File: src/common/rv_pkg.sv
// widths, reset address, opcode, alu operation, memory width and cpu state types
`default_nettype none

package rv_pkg;

    localparam int xlen      = 32;
    localparam int reg_idx_w = 5;

    typedef logic [xlen-1:0]      word_t;
    typedef logic [reg_idx_w-1:0] reg_idx_t;

    localparam word_t reset_addr = '0;

    // major opcodes of the rv32i base set
    typedef enum logic [6:0] {
        opc_load   = 7'b0000011,
        opc_store  = 7'b0100011,
        opc_op     = 7'b0110011,
        opc_op_imm = 7'b0010011,
        opc_branch = 7'b1100011,
        opc_jal    = 7'b1101111,
        opc_jalr   = 7'b1100111,
        opc_lui    = 7'b0110111,
        opc_auipc  = 7'b0010111
    } opcode_e;

    typedef enum logic [3:0] {
        alu_add,
        alu_sub,
        alu_sll,
        alu_slt,
        alu_sltu,
        alu_xor,
        alu_srl,
        alu_sra,
        alu_or,
        alu_and,
        alu_pass_imm,
        alu_link
    } alu_op_e;

    // encodings follow funct3 of loads and stores
    typedef enum logic [2:0] {
        mem_byte          = 3'b000,
        mem_half          = 3'b001,
        mem_word          = 3'b010,
        mem_byte_unsigned = 3'b100,
        mem_half_unsigned = 3'b101
    } mem_width_e;

    // one-hot instruction sequence
    typedef enum logic [5:0] {
        st_fetch      = 6'b000001,
        st_wait_instr = 6'b000010,
        st_decode     = 6'b000100,
        st_execute    = 6'b001000,
        st_write_back = 6'b010000,
        st_next_pc    = 6'b100000
    } cpu_state_e;

endpackage

`default_nettype wire

File: src/common/decode_if.sv
// decoded instruction bundle with decoder, exec and ctrl modports
`default_nettype none

interface decode_if;
    import rv_pkg::*;

    opcode_e    opcode;
    alu_op_e    alu_op;
    logic       use_imm;
    word_t      imm;
    reg_idx_t   rs1;
    reg_idx_t   rs2;
    reg_idx_t   rd;
    logic [2:0] funct3;
    mem_width_e width;
    logic       writes_rd;

    modport decoder (
        output opcode, alu_op, use_imm, imm, rs1, rs2, rd, funct3, width, writes_rd
    );

    modport exec (
        input opcode, alu_op, use_imm, imm, funct3, width
    );

    modport ctrl (
        input opcode, rd, writes_rd
    );

endinterface

`default_nettype wire

File: src/core/rv_decoder.sv
// rv32i decoder: field extraction, immediates, alu operation and width mapping
`default_nettype none

module rv_decoder (
    input rv_pkg::word_t instr,
    decode_if.decoder    dec
);
    import rv_pkg::*;

    word_t imm_i;
    word_t imm_s;
    word_t imm_b;
    word_t imm_u;
    word_t imm_j;

    // shared by register and immediate arithmetic
    function automatic alu_op_e alu_from_funct3(input logic [2:0] f3, input logic alt);
        alu_op_e op;
        case (f3)
            3'b000:  op = alt ? alu_sub : alu_add;
            3'b001:  op = alu_sll;
            3'b010:  op = alu_slt;
            3'b011:  op = alu_sltu;
            3'b100:  op = alu_xor;
            3'b101:  op = alt ? alu_sra : alu_srl;
            3'b110:  op = alu_or;
            default: op = alu_and;
        endcase
        return op;
    endfunction

    assign imm_i = {{20{instr[31]}}, instr[31:20]};
    assign imm_s = {{20{instr[31]}}, instr[31:25], instr[11:7]};
    assign imm_b = {{19{instr[31]}}, instr[31], instr[7], instr[30:25], instr[11:8], 1'b0};
    assign imm_u = {instr[31:12], 12'b0};
    assign imm_j = {{11{instr[31]}}, instr[31], instr[19:12], instr[20], instr[30:21], 1'b0};

    assign dec.opcode = opcode_e'(instr[6:0]);
    assign dec.rs1    = instr[19:15];
    assign dec.rs2    = instr[24:20];
    assign dec.rd     = instr[11:7];
    assign dec.funct3 = instr[14:12];

    always_comb begin
        dec.imm       = '0;
        dec.alu_op    = alu_add;
        dec.use_imm   = 1'b1;
        dec.writes_rd = 1'b0;
        case (instr[6:0])
            opc_load, opc_jalr: begin
                dec.imm       = imm_i;
                dec.alu_op    = (instr[6:0] == opc_jalr) ? alu_link : alu_add;
                dec.writes_rd = 1'b1;
            end
            opc_store: dec.imm = imm_s;
            opc_op: begin
                dec.use_imm   = 1'b0;
                dec.alu_op    = alu_from_funct3(instr[14:12], instr[30]);
                dec.writes_rd = 1'b1;
            end
            opc_op_imm: begin
                dec.imm       = imm_i;
                // funct7 bit only matters for the right shift
                dec.alu_op    = alu_from_funct3(instr[14:12],
                                                instr[30] & (instr[14:12] == 3'b101));
                dec.writes_rd = 1'b1;
            end
            opc_branch: begin
                dec.imm     = imm_b;
                dec.use_imm = 1'b0;
            end
            opc_jal: begin
                dec.imm       = imm_j;
                dec.alu_op    = alu_link;
                dec.writes_rd = 1'b1;
            end
            opc_lui, opc_auipc: begin
                dec.imm       = imm_u;
                dec.alu_op    = (instr[6:0] == opc_lui) ? alu_pass_imm : alu_add;
                dec.writes_rd = 1'b1;
            end
            default: dec.use_imm = 1'b0;
        endcase
        // x0 is never a write target
        if (instr[11:7] == '0) begin
            dec.writes_rd = 1'b0;
        end
    end

    always_comb begin
        case (instr[14:12])
            3'b000:  dec.width = mem_byte;
            3'b001:  dec.width = mem_half;
            3'b100:  dec.width = mem_byte_unsigned;
            3'b101:  dec.width = mem_half_unsigned;
            default: dec.width = mem_word;
        endcase
    end

endmodule

`default_nettype wire

File: src/core/rv_alu.sv
// integer alu result, branch decision and next pc
`default_nettype none

module rv_alu (
    decode_if.exec         dec,
    input  rv_pkg::word_t  rs1_val,
    input  rv_pkg::word_t  rs2_val,
    input  rv_pkg::word_t  pc,
    output rv_pkg::word_t  alu_result,
    output rv_pkg::word_t  next_pc
);
    import rv_pkg::*;

    word_t      op_a;
    word_t      op_b;
    word_t      pc_plus4;
    word_t      jalr_target;
    logic [4:0] shamt;
    logic       taken;

    // auipc is the only user of pc as first operand
    assign op_a        = (dec.opcode == opc_auipc) ? pc : rs1_val;
    assign op_b        = dec.use_imm ? dec.imm : rs2_val;
    assign shamt       = op_b[4:0];
    assign pc_plus4    = pc + word_t'(4);
    assign jalr_target = rs1_val + dec.imm;

    always_comb begin
        case (dec.alu_op)
            alu_add:      alu_result = op_a + op_b;
            alu_sub:      alu_result = op_a - op_b;
            alu_sll:      alu_result = op_a << shamt;
            alu_slt:      alu_result = {{(xlen-1){1'b0}}, $signed(op_a) < $signed(op_b)};
            alu_sltu:     alu_result = {{(xlen-1){1'b0}}, op_a < op_b};
            alu_xor:      alu_result = op_a ^ op_b;
            alu_srl:      alu_result = op_a >> shamt;
            alu_sra:      alu_result = word_t'($signed(op_a) >>> shamt);
            alu_or:       alu_result = op_a | op_b;
            alu_and:      alu_result = op_a & op_b;
            alu_pass_imm: alu_result = dec.imm;
            alu_link:     alu_result = pc_plus4;
            default:      alu_result = '0;
        endcase
    end

    // branch condition from funct3
    always_comb begin
        case (dec.funct3)
            3'b000:  taken = rs1_val == rs2_val;
            3'b001:  taken = rs1_val != rs2_val;
            3'b100:  taken = $signed(rs1_val) < $signed(rs2_val);
            3'b101:  taken = $signed(rs1_val) >= $signed(rs2_val);
            3'b110:  taken = rs1_val < rs2_val;
            3'b111:  taken = rs1_val >= rs2_val;
            default: taken = 1'b0;
        endcase
    end

    always_comb begin
        case (dec.opcode)
            opc_branch: next_pc = taken ? pc + dec.imm : pc_plus4;
            opc_jal:    next_pc = pc + dec.imm;
            opc_jalr:   next_pc = {jalr_target[xlen-1:1], 1'b0};
            default:    next_pc = pc_plus4;
        endcase
    end

endmodule

`default_nettype wire

File: src/core/rv_regfile.sv
// 31 general registers, two asynchronous read ports and one write port
`default_nettype none

module rv_regfile (
    input  logic             clk,
    input  rv_pkg::reg_idx_t rs1_idx,
    input  rv_pkg::reg_idx_t rs2_idx,
    input  rv_pkg::reg_idx_t rd_idx,
    input  logic             rd_we,
    input  rv_pkg::word_t    rd_data,
    output rv_pkg::word_t    rs1_val,
    output rv_pkg::word_t    rs2_val
);
    import rv_pkg::*;

    // no storage behind x0
    word_t regs [1:31];

    always_ff @(posedge clk) begin
        if (rd_we && rd_idx != '0) begin
            regs[rd_idx] <= rd_data;
        end
    end

    assign rs1_val = (rs1_idx == '0) ? '0 : regs[rs1_idx];
    assign rs2_val = (rs2_idx == '0) ? '0 : regs[rs2_idx];

endmodule

`default_nettype wire

File: src/core/rv_mem_align.sv
// store lane placement with byte mask, load lane selection with extension
`default_nettype none

module rv_mem_align (
    decode_if.exec         dec,
    input  rv_pkg::word_t  alu_result,
    input  rv_pkg::word_t  rs2_val,
    input  rv_pkg::word_t  mem_dout,
    output rv_pkg::word_t  store_data,
    output logic [3:0]     store_mask,
    output rv_pkg::word_t  load_data
);
    import rv_pkg::*;

    logic [1:0]  lane;
    logic [7:0]  load_byte;
    logic [15:0] load_half;

    assign lane = alu_result[1:0];

    // value goes to every lane, the mask picks the one written
    always_comb begin
        case (dec.width)
            mem_byte: begin
                store_data = {4{rs2_val[7:0]}};
                store_mask = 4'b0001 << lane;
            end
            mem_half: begin
                store_data = {2{rs2_val[15:0]}};
                store_mask = lane[1] ? 4'b1100 : 4'b0011;
            end
            default: begin
                store_data = rs2_val;
                store_mask = 4'b1111;
            end
        endcase
    end

    assign load_byte = mem_dout[8*lane +: 8];
    assign load_half = lane[1] ? mem_dout[31:16] : mem_dout[15:0];

    always_comb begin
        case (dec.width)
            mem_byte:          load_data = {{24{load_byte[7]}}, load_byte};
            mem_byte_unsigned: load_data = {24'b0, load_byte};
            mem_half:          load_data = {{16{load_half[15]}}, load_half};
            mem_half_unsigned: load_data = {16'b0, load_half};
            default:           load_data = mem_dout;
        endcase
    end

endmodule

`default_nettype wire

File: src/core/rv_control.sv
// instruction sequencer: pc, instruction register, memory strobes and register write-back
`default_nettype none

module rv_control (
    input  logic             clk,
    input  logic             resetn,
    input  logic             mem_valid,
    input  logic             mem_ready,
    input  rv_pkg::word_t    mem_dout,
    decode_if.ctrl           dec,
    input  rv_pkg::word_t    alu_result,
    input  rv_pkg::word_t    next_pc,
    input  rv_pkg::word_t    store_data,
    input  rv_pkg::word_t    load_data,
    input  logic [3:0]       store_mask,
    output rv_pkg::word_t    instr,
    output rv_pkg::word_t    pc,
    output rv_pkg::word_t    mem_addr,
    output rv_pkg::word_t    mem_din,
    output logic             mem_rd,
    output logic [3:0]       mem_wmask,
    output logic             rd_we,
    output rv_pkg::reg_idx_t rd_idx,
    output rv_pkg::word_t    rd_data
);
    import rv_pkg::*;

    cpu_state_e state;
    word_t      instr_reg;
    logic       is_load;
    logic       is_store;

    assign is_load  = dec.opcode == opc_load;
    assign is_store = dec.opcode == opc_store;

    // fetched word goes straight to the decoder while it is captured
    assign instr  = (state == st_wait_instr) ? mem_dout : instr_reg;
    assign rd_idx = dec.rd;

    always_ff @(posedge clk) begin
        if (!resetn) begin
            state     <= st_fetch;
            pc        <= reset_addr;
            mem_addr  <= reset_addr;
            mem_rd    <= 1'b1;
            mem_wmask <= 4'b0;
            rd_we     <= 1'b0;
        end else begin
            case (state)
                st_fetch: begin
                    if (mem_valid) begin
                        mem_rd <= 1'b0;
                        state  <= st_wait_instr;
                    end
                end
                st_wait_instr: state <= st_decode;
                st_decode: begin
                    // load/store address, or unused otherwise
                    mem_addr <= alu_result;
                    mem_rd   <= is_load;
                    state    <= st_execute;
                end
                st_execute: begin
                    if (!is_load || mem_valid) begin
                        state <= st_write_back;
                    end
                end
                st_write_back: begin
                    mem_rd <= 1'b0;
                    if (is_store) begin
                        if (mem_ready) begin
                            mem_wmask <= store_mask;
                            state     <= st_next_pc;
                        end
                    end else begin
                        rd_we <= dec.writes_rd;
                        state <= st_next_pc;
                    end
                end
                st_next_pc: begin
                    // a store completes once memory reports valid
                    if (!is_store || mem_valid) begin
                        mem_wmask <= 4'b0;
                        rd_we     <= 1'b0;
                        pc        <= next_pc;
                        mem_addr  <= next_pc;
                        mem_rd    <= 1'b1;
                        state     <= st_fetch;
                    end
                end
                default: state <= st_fetch;
            endcase
        end
    end

    always_ff @(posedge clk) begin
        if (state == st_wait_instr) begin
            instr_reg <= mem_dout;
        end
        if (state == st_write_back) begin
            mem_din <= store_data;
            rd_data <= is_load ? load_data : alu_result;
        end
    end

endmodule

`default_nettype wire

File: src/rtl/rv_top.sv
// rv32i multicycle core top level with plain memory ports
`default_nettype none

module rv_top (
    input  logic          clk,
    input  logic          resetn,
    input  logic          mem_valid,
    input  logic          mem_ready,
    input  rv_pkg::word_t mem_dout,
    output logic          mem_rd,
    output logic [3:0]    mem_wmask,
    output rv_pkg::word_t mem_addr,
    output rv_pkg::word_t mem_din,
    output rv_pkg::word_t pc
);
    import rv_pkg::*;

    word_t      instr;
    word_t      rs1_val;
    word_t      rs2_val;
    word_t      alu_result;
    word_t      next_pc;
    word_t      store_data;
    word_t      load_data;
    logic [3:0] store_mask;
    logic       rd_we;
    reg_idx_t   rd_idx;
    word_t      rd_data;

    decode_if dec_bus ();

    rv_decoder rv_decoder_i (
        .instr (instr),
        .dec   (dec_bus.decoder)
    );

    rv_regfile rv_regfile_i (
        .clk     (clk),
        .rs1_idx (dec_bus.rs1),
        .rs2_idx (dec_bus.rs2),
        .rd_idx  (rd_idx),
        .rd_we   (rd_we),
        .rd_data (rd_data),
        .rs1_val (rs1_val),
        .rs2_val (rs2_val)
    );

    rv_alu rv_alu_i (
        .dec        (dec_bus.exec),
        .rs1_val    (rs1_val),
        .rs2_val    (rs2_val),
        .pc         (pc),
        .alu_result (alu_result),
        .next_pc    (next_pc)
    );

    rv_mem_align rv_mem_align_i (
        .dec        (dec_bus.exec),
        .alu_result (alu_result),
        .rs2_val    (rs2_val),
        .mem_dout   (mem_dout),
        .store_data (store_data),
        .store_mask (store_mask),
        .load_data  (load_data)
    );

    rv_control rv_control_i (
        .clk        (clk),
        .resetn     (resetn),
        .mem_valid  (mem_valid),
        .mem_ready  (mem_ready),
        .mem_dout   (mem_dout),
        .dec        (dec_bus.ctrl),
        .alu_result (alu_result),
        .next_pc    (next_pc),
        .store_data (store_data),
        .load_data  (load_data),
        .store_mask (store_mask),
        .instr      (instr),
        .pc         (pc),
        .mem_addr   (mem_addr),
        .mem_din    (mem_din),
        .mem_rd     (mem_rd),
        .mem_wmask  (mem_wmask),
        .rd_we      (rd_we),
        .rd_idx     (rd_idx),
        .rd_data    (rd_data)
    );

endmodule

`default_nettype wire

File: config.mk
export PLATFORM = sky130hd
export DESIGN_NAME = rv_top
export DESIGN_NICKNAME = d
export VERILOG_FILES = /design/src/common/rv_pkg.sv /design/src/common/decode_if.sv /design/src/core/rv_decoder.sv /design/src/core/rv_alu.sv /design/src/core/rv_regfile.sv /design/src/core/rv_mem_align.sv /design/src/core/rv_control.sv /design/src/rtl/rv_top.sv
export SDC_FILE = /design/constraint.sdc
export NUM_CORES = 2
export LEC_CHECK = 0
export CAP_MARGIN = 40
export CORE_ASPECT_RATIO = 2
export CORE_MARGIN = 3
export CORE_UTILIZATION = 45
export CTS_CLUSTER_SIZE = 30
export DETAILED_ROUTE_END_ITERATION = 10
export DONT_BUFFER_PORTS = 1
export PLACE_DENSITY = 0.63
export SKIP_LAST_GASP = 1
export SYNTH_ARGS = -nofsm -noshare
export SYNTH_HDL_FRONTEND = slang
export SYNTH_HIERARCHICAL = 1
export SYNTH_SLANG_ARGS = --single-unit
File: constraint.sdc
create_clock -name clk -period 17.73 [get_ports clk]
set_input_delay 3.546 -clock clk [delete_from_list [all_inputs] [get_ports clk]]
set_output_delay 3.546 -clock clk [all_outputs]
set_load 0.05 [all_outputs]
# Word level (Yosys, flattened, before mapping)
# Memory sizes are Yosys's and may differ from the RTL's.
# Cells that the tools add are included.
# word_totals
ff_bits	172
mem_bits_rw	992
in_bits	36
elab_cells	150
memories	1
# classes
add_sub_neg	5
magnitude_cmp	6
n_eq_ne	45
n_shift	5
n_mux	49
bitwise_logic	4
n_reduce_logical	26
# mem_list
name	depth	width	rd	rd_ports_with_merged_regs	wr	line_no	rtl
rv_regfile_i.regs	31	32	2	0	1	rv_regfile.sv:17	word_t regs [1:31];
# op_table
operator	n
case mux 32 bit (12 select lines)	1
2-to-1 mux 32 bit	8
case mux 32 bit (5 select lines)	1
< comparator 32 bit	4
case mux 32 bit (2 select lines)	2
case mux 32 bit (4 select lines)	1
adder 32 bit	3
case mux 32 bit (3 select lines)	1
greater-or-equal comparator 32 bit	2
case mux 4 bit (7 select lines)	2
case mux 6 bit (6 select lines)	1
adder 32 x 3 -> 32 bit (second input constant)	1
AND 32 bit	1
== test 32 bit	1
inequality test 32 bit	1
OR 32 bit	1
variable part select 32 x 6 -> 8 bit	1
<< shifter 32 x 5 -> 32 bit	1
>> shifter 32 x 5 -> 32 bit	1
>>> shifter 32 x 5 -> 32 bit	1
subtractor 32 bit	1
XOR 32 bit	1
2-to-1 mux 6 bit	5
2-to-1 mux 4 bit	6
45 further kinds	92

# Longest topological paths before layout
# depth
ltp_word	14
ltp_mapped	38
mapped_depth_nobuf	25

# Cells and area by module
# Netlist, hierarchy kept.
# by_module_without_submodules
module	n_inst	cells_per_inst	area_each_um2
rv_regfile	1	2593	46489.6
rv_alu	1	2302	15378.5
rv_control	1	535	6698.9
rv_mem_align	1	193	1161.1
rv_decoder	1	155	993.5

# Worst setup path after synthesis
# No wires, ideal clock.
# synth_path
path_type	input to register
startpoint	input port mem_dout[20]
endpoint	register rv_control_i.rd_data[17], data pin
setup_time_ns	0.260
t_arrival_ns	9.688
setup_slack_ns	7.782
stages	33
n_path_buf	10
path_cell_list	mux2_2 > buf_4 > buf_2 > buf_4 > buf_4 > buf_4 > buf_6 > mux2i_1 > a22oi_1 > nand3_1 > a31oi_1 > mux2_4 > buf_2 > buf_2 > buf_1 > ha_1 > inv_1 > fa_1 > a21o_1 > nor4b_2 > nor3_2 > a211oi_1 > o21ai_1 > o211ai_1 > a21oi_1 > o21ai_0 > nand4_1 > mux4_2 > nand2_4 > o21a_4 > buf_6 > nand2_1 > mux2_2
# synth_between
elab_chain_cells	9
elab_cells_between_ends	21
# synth_rtl
element	line_no	rtl
from (decl)	rv_top.sv:9	input rv_pkg::word_t mem_dout,
2-to-1 mux 32 bit *	rv_control.sv:37	assign instr = (state == st_wait_instr) ? mem_dout : instr_reg;
via dec_bus.rs2[0]	decode_if.sv:12	reg_idx_t rs2;
memory read (31 x 32 bit) / zero test 5 bit (equally long branches)	--	
2-to-1 mux 32 bit *	rv_regfile.sv:26	assign rs2_val = (rs2_idx == '0) ? '0 : regs[rs2_idx];
via rs2_val[0]	rv_top.sv:20	word_t rs2_val;
2-to-1 mux 32 bit *	rv_alu.sv:23	assign op_b = dec.use_imm ? dec.imm : rs2_val;
subtractor 32 bit, or another cell as far along	rv_alu.sv:31	alu_sub: alu_result = op_a - op_b;
case mux 32 bit (12 select lines) *	rv_alu.sv:29	case (dec.alu_op)
via alu_result[0]	rv_top.sv:21	word_t alu_result;
variable part select 32 x 6 -> 8 bit *	rv_mem_align.sv:39	assign load_byte = mem_dout[8*lane +: 8];
case mux 32 bit (4 select lines) *	rv_mem_align.sv:43	case (dec.width)
via load_data[17]	rv_top.sv:24	word_t load_data;
2-to-1 mux 32 bit *	rv_control.sv:102	rd_data <= is_load ? load_data : alu_result;
to (signal assigned)	rv_control.sv:102	
to (decl)	rv_control.sv:24	output rv_pkg::word_t rd_data
# The timed path passes the listed nets; every way through them passes the cells marked *.
# A chain may end at the register's enable or synchronous reset.

# Worst setup path after layout
# layout_path
startpoint	input port mem_dout[20]
endpoint	register rv_control_i.rd_data[3], data pin
# layout_between
elab_chain_cells	9
elab_cells_between_ends	21
# layout_rtl
element	line_no
2-to-1 mux 32 bit *	rv_control.sv:37
memory read (31 x 32 bit) / zero test 5 bit (equally long branches)	--
2-to-1 mux 32 bit *	rv_regfile.sv:26
via rs2_val[5]	rv_top.sv:20
2-to-1 mux 32 bit *	rv_alu.sv:23
< comparator 32 bit, on equally long branches	rv_alu.sv:34, rv_alu.sv:33
case mux 32 bit (12 select lines) *	rv_alu.sv:29
via alu_result[0]	rv_top.sv:21
variable part select 32 x 6 -> 8 bit *	rv_mem_align.sv:39
case mux 32 bit (4 select lines) *	rv_mem_align.sv:43
via load_data[3]	rv_top.sv:24
2-to-1 mux 32 bit *	rv_control.sv:102
# Marks and branches as above.

==> flow_summary.json <==
{
  "path_buf_inv": 6,
  "insertion_delay_ns": 0.77,
  "ctsHoldBuffers": 0,
  "cts.htree.levels": 3,
  "slowest_stage": "mux2_8",
  "synth_nets": 6011,
  "finalSetupTns_ns": 0,
  "netlist_instances": 5778,
  "die_w_um": 286,
  "postCtsSetupBuffers": 0,
  "cts_resized": 0,
  "grtUsageTotal": 0.408,
  "cts-root-buf": "clkbuf_16",
  "min_period_over_period": 0.699,
  "slowest_delay_ns": 0.65,
  "die_h_um": 567,
  "period_needed_ns": 12.39,
  "slew_violations": 0,
  "synthArstFlopShare": 0,
  "ys_types": 118,
  "fmax_mhz": 80.7,
  "endpoint_kind": "register",
  "core-area_um2": 156000,
  "rsz0062_at_grt": "no",
  "yosys_register_bits": 1164,
  "start_util": 0.453,
  "regMostFlops": "rv_regfile_i/regs",
  "routed_wl_mm": 334,
  "yosysSeqAreaShare": 0.479,
  "rows": 205,
  "setup_viol": 0,
  "cts_sinks": 1164,
  "crit_type": "in -> reg",
  "finalHoldViolations": 0,
  "first_pass_iters": 6,
  "hpwlAfterDp_mm": 238,
  "status": "complete, no violations",
  "cts_tree": "yes",
  "cp.required_ns": 18.21,
  "synth-edff-count": 1056,
  "drt_iter0_drc": 6228,
  "tightestPinTransition_ns": 1.02,
  "io_pins": 137,
  "place_congestion": 1.07,
  "synth_ff_type": "edfxtp_1",
  "vias": 55400,
  "io_buffer_count": 0,
  "mostFrequentLayoutCells": "edfxtp_1, mux2i_1, nand2_1",
  "via_per_inst": 6.95,
  "max-slew-margin-rel": 0.302,
  "startpoint_type": "input pin",
  "finalClockSkew_ns": 0.0819,
  "critPathArrivalTime_ns": 12.87,
  "crit_fanout": 73,
  "n_fill_cell": 13700,
  "worstHoldPathType": "reg -> reg",
  "die_area_um2": 162000,
  "synth_area_per_cell_um2": 12.2,
  "layout-drive-gt1-share": 0.194,
  "antenna_left": 0,
  "antenna_found_initial": 40,
  "nets": 6020,
  "grt_pass1_wl_mm": 454,
  "wire_per_inst_um": 41.9,
  "ys_warn_count": 6,
  "grt_pass1_vias": 55400,
  "synth_area_um2": 70700,
  "maxCapViolations": 0,
  "numCtsBuffers": 104,
  "clk_pin_slew_ns": 0.08,
  "critPathTopFamily": "compound AO/OA/AOI/OAI gates",
  "cts_buffer_depth": 3,
  "syn2layout_area_growth_pct": 11.2,
  "grt_overflow": 0,
  "drc": 0,
  "layout_commonest_cell": "edfxtp_1",
  "grt_max_degree": 104,
  "largest_register_ffs": 992
}
[per-stage QoR]
stage	instances	utilization	setup WS (ns)	instance area (um^2)	hold slack (ns)
after floorplan	5778	-	7.78	70700	0.460
after global placement	7627	0.469	4.50	73200	0.471
after detailed placement	7724	0.480	4.71	74900	0.481
after CTS	7918	0.502	5.43	78300	0.497
after global routing	7950	0.504	5.19	78600	0.509
final	7971	0.504	5.34	78600	0.500
[layout make-up]
cell class,count,area (um^2),area share
clock buffer,121,2710,0.0344
tap,2070,2590,0.0329
antenna,26,65.1,0.000827
sequential,1164,33900,0.431
inverter,172,647,0.00823
multi-input combinational,3995,34300,0.436
clock inverter,73,752,0.00956
timing repair buffer,350,3680,0.0468
[cell families (layout without fill, tap and decap cells)]
group,after synthesis,after routing,synth area share
and+or+nand+nor,1382,1382,0.0913
AOI/OAI and AO/OA,1295,1295,0.127
DFF,1164,1164,0.479
muxes,1037,1037,0.214
buffers and inverters,619,716,0.0432
adders and majority gates,197,197,0.0353
xor gates and xnor gates,84,84,0.0104
other,0,26,0
[metal layers]
layer  vias up  routed length, um  track usage
met5         -                129            0
met3      1423              30300        0.125
li1      22600                  -            -
met1     28000              97900        0.386
met2      3383             162000        0.673
met4        18              43300        0.426
[cell usage after synthesis, types with 36 or more instances]
library cell,instances,area [um^2]
and2_1,63,394
clkbuf_1,193,724
and3_1,36,225
nor3_1,51,255
nand2_1,506,1900
mux4_2,351,7910
o21ai_0,195,976
o211ai_1,40,300
a22oi_1,123,923
xor2_1,43,377
a211oi_1,74,556
mux2_2,118,1330
o221ai_1,39,342
mux2i_1,537,5380
ha_1,193,2410
nor2_1,336,1260
inv_1,170,638
a211o_1,48,420
edfxtp_1,1056,31700
nand3_1,151,756
nor2b_1,74,463
dfxtp_1,108,2160
a21o_1,47,353
a31oi_1,51,319
a21oi_1,321,1610
a22o_1,54,473
xnor2_1,41,359
buf_4,71,533
buf_2,123,616
[path summary, 6_finish.rpt]
check                                   from                         end  slack (ns)  cells after the start
setup / recovery                mem_dout[20]     rv_control_i/rd_data[3]        5.34                     26
hold / removal    rv_control_i/instr_reg[28]  rv_control_i/instr_reg[28]        0.50                      1
setup reg to reg       rv_control_i/state[2]     rv_control_i/rd_data[3]        6.65                     29
hold reg to reg   rv_control_i/instr_reg[28]  rv_control_i/instr_reg[28]        0.50                      1
Power is left out: the tool's default activity adds up to more than one toggle a clock period on the data nets, which glitch-free logic cannot reach.
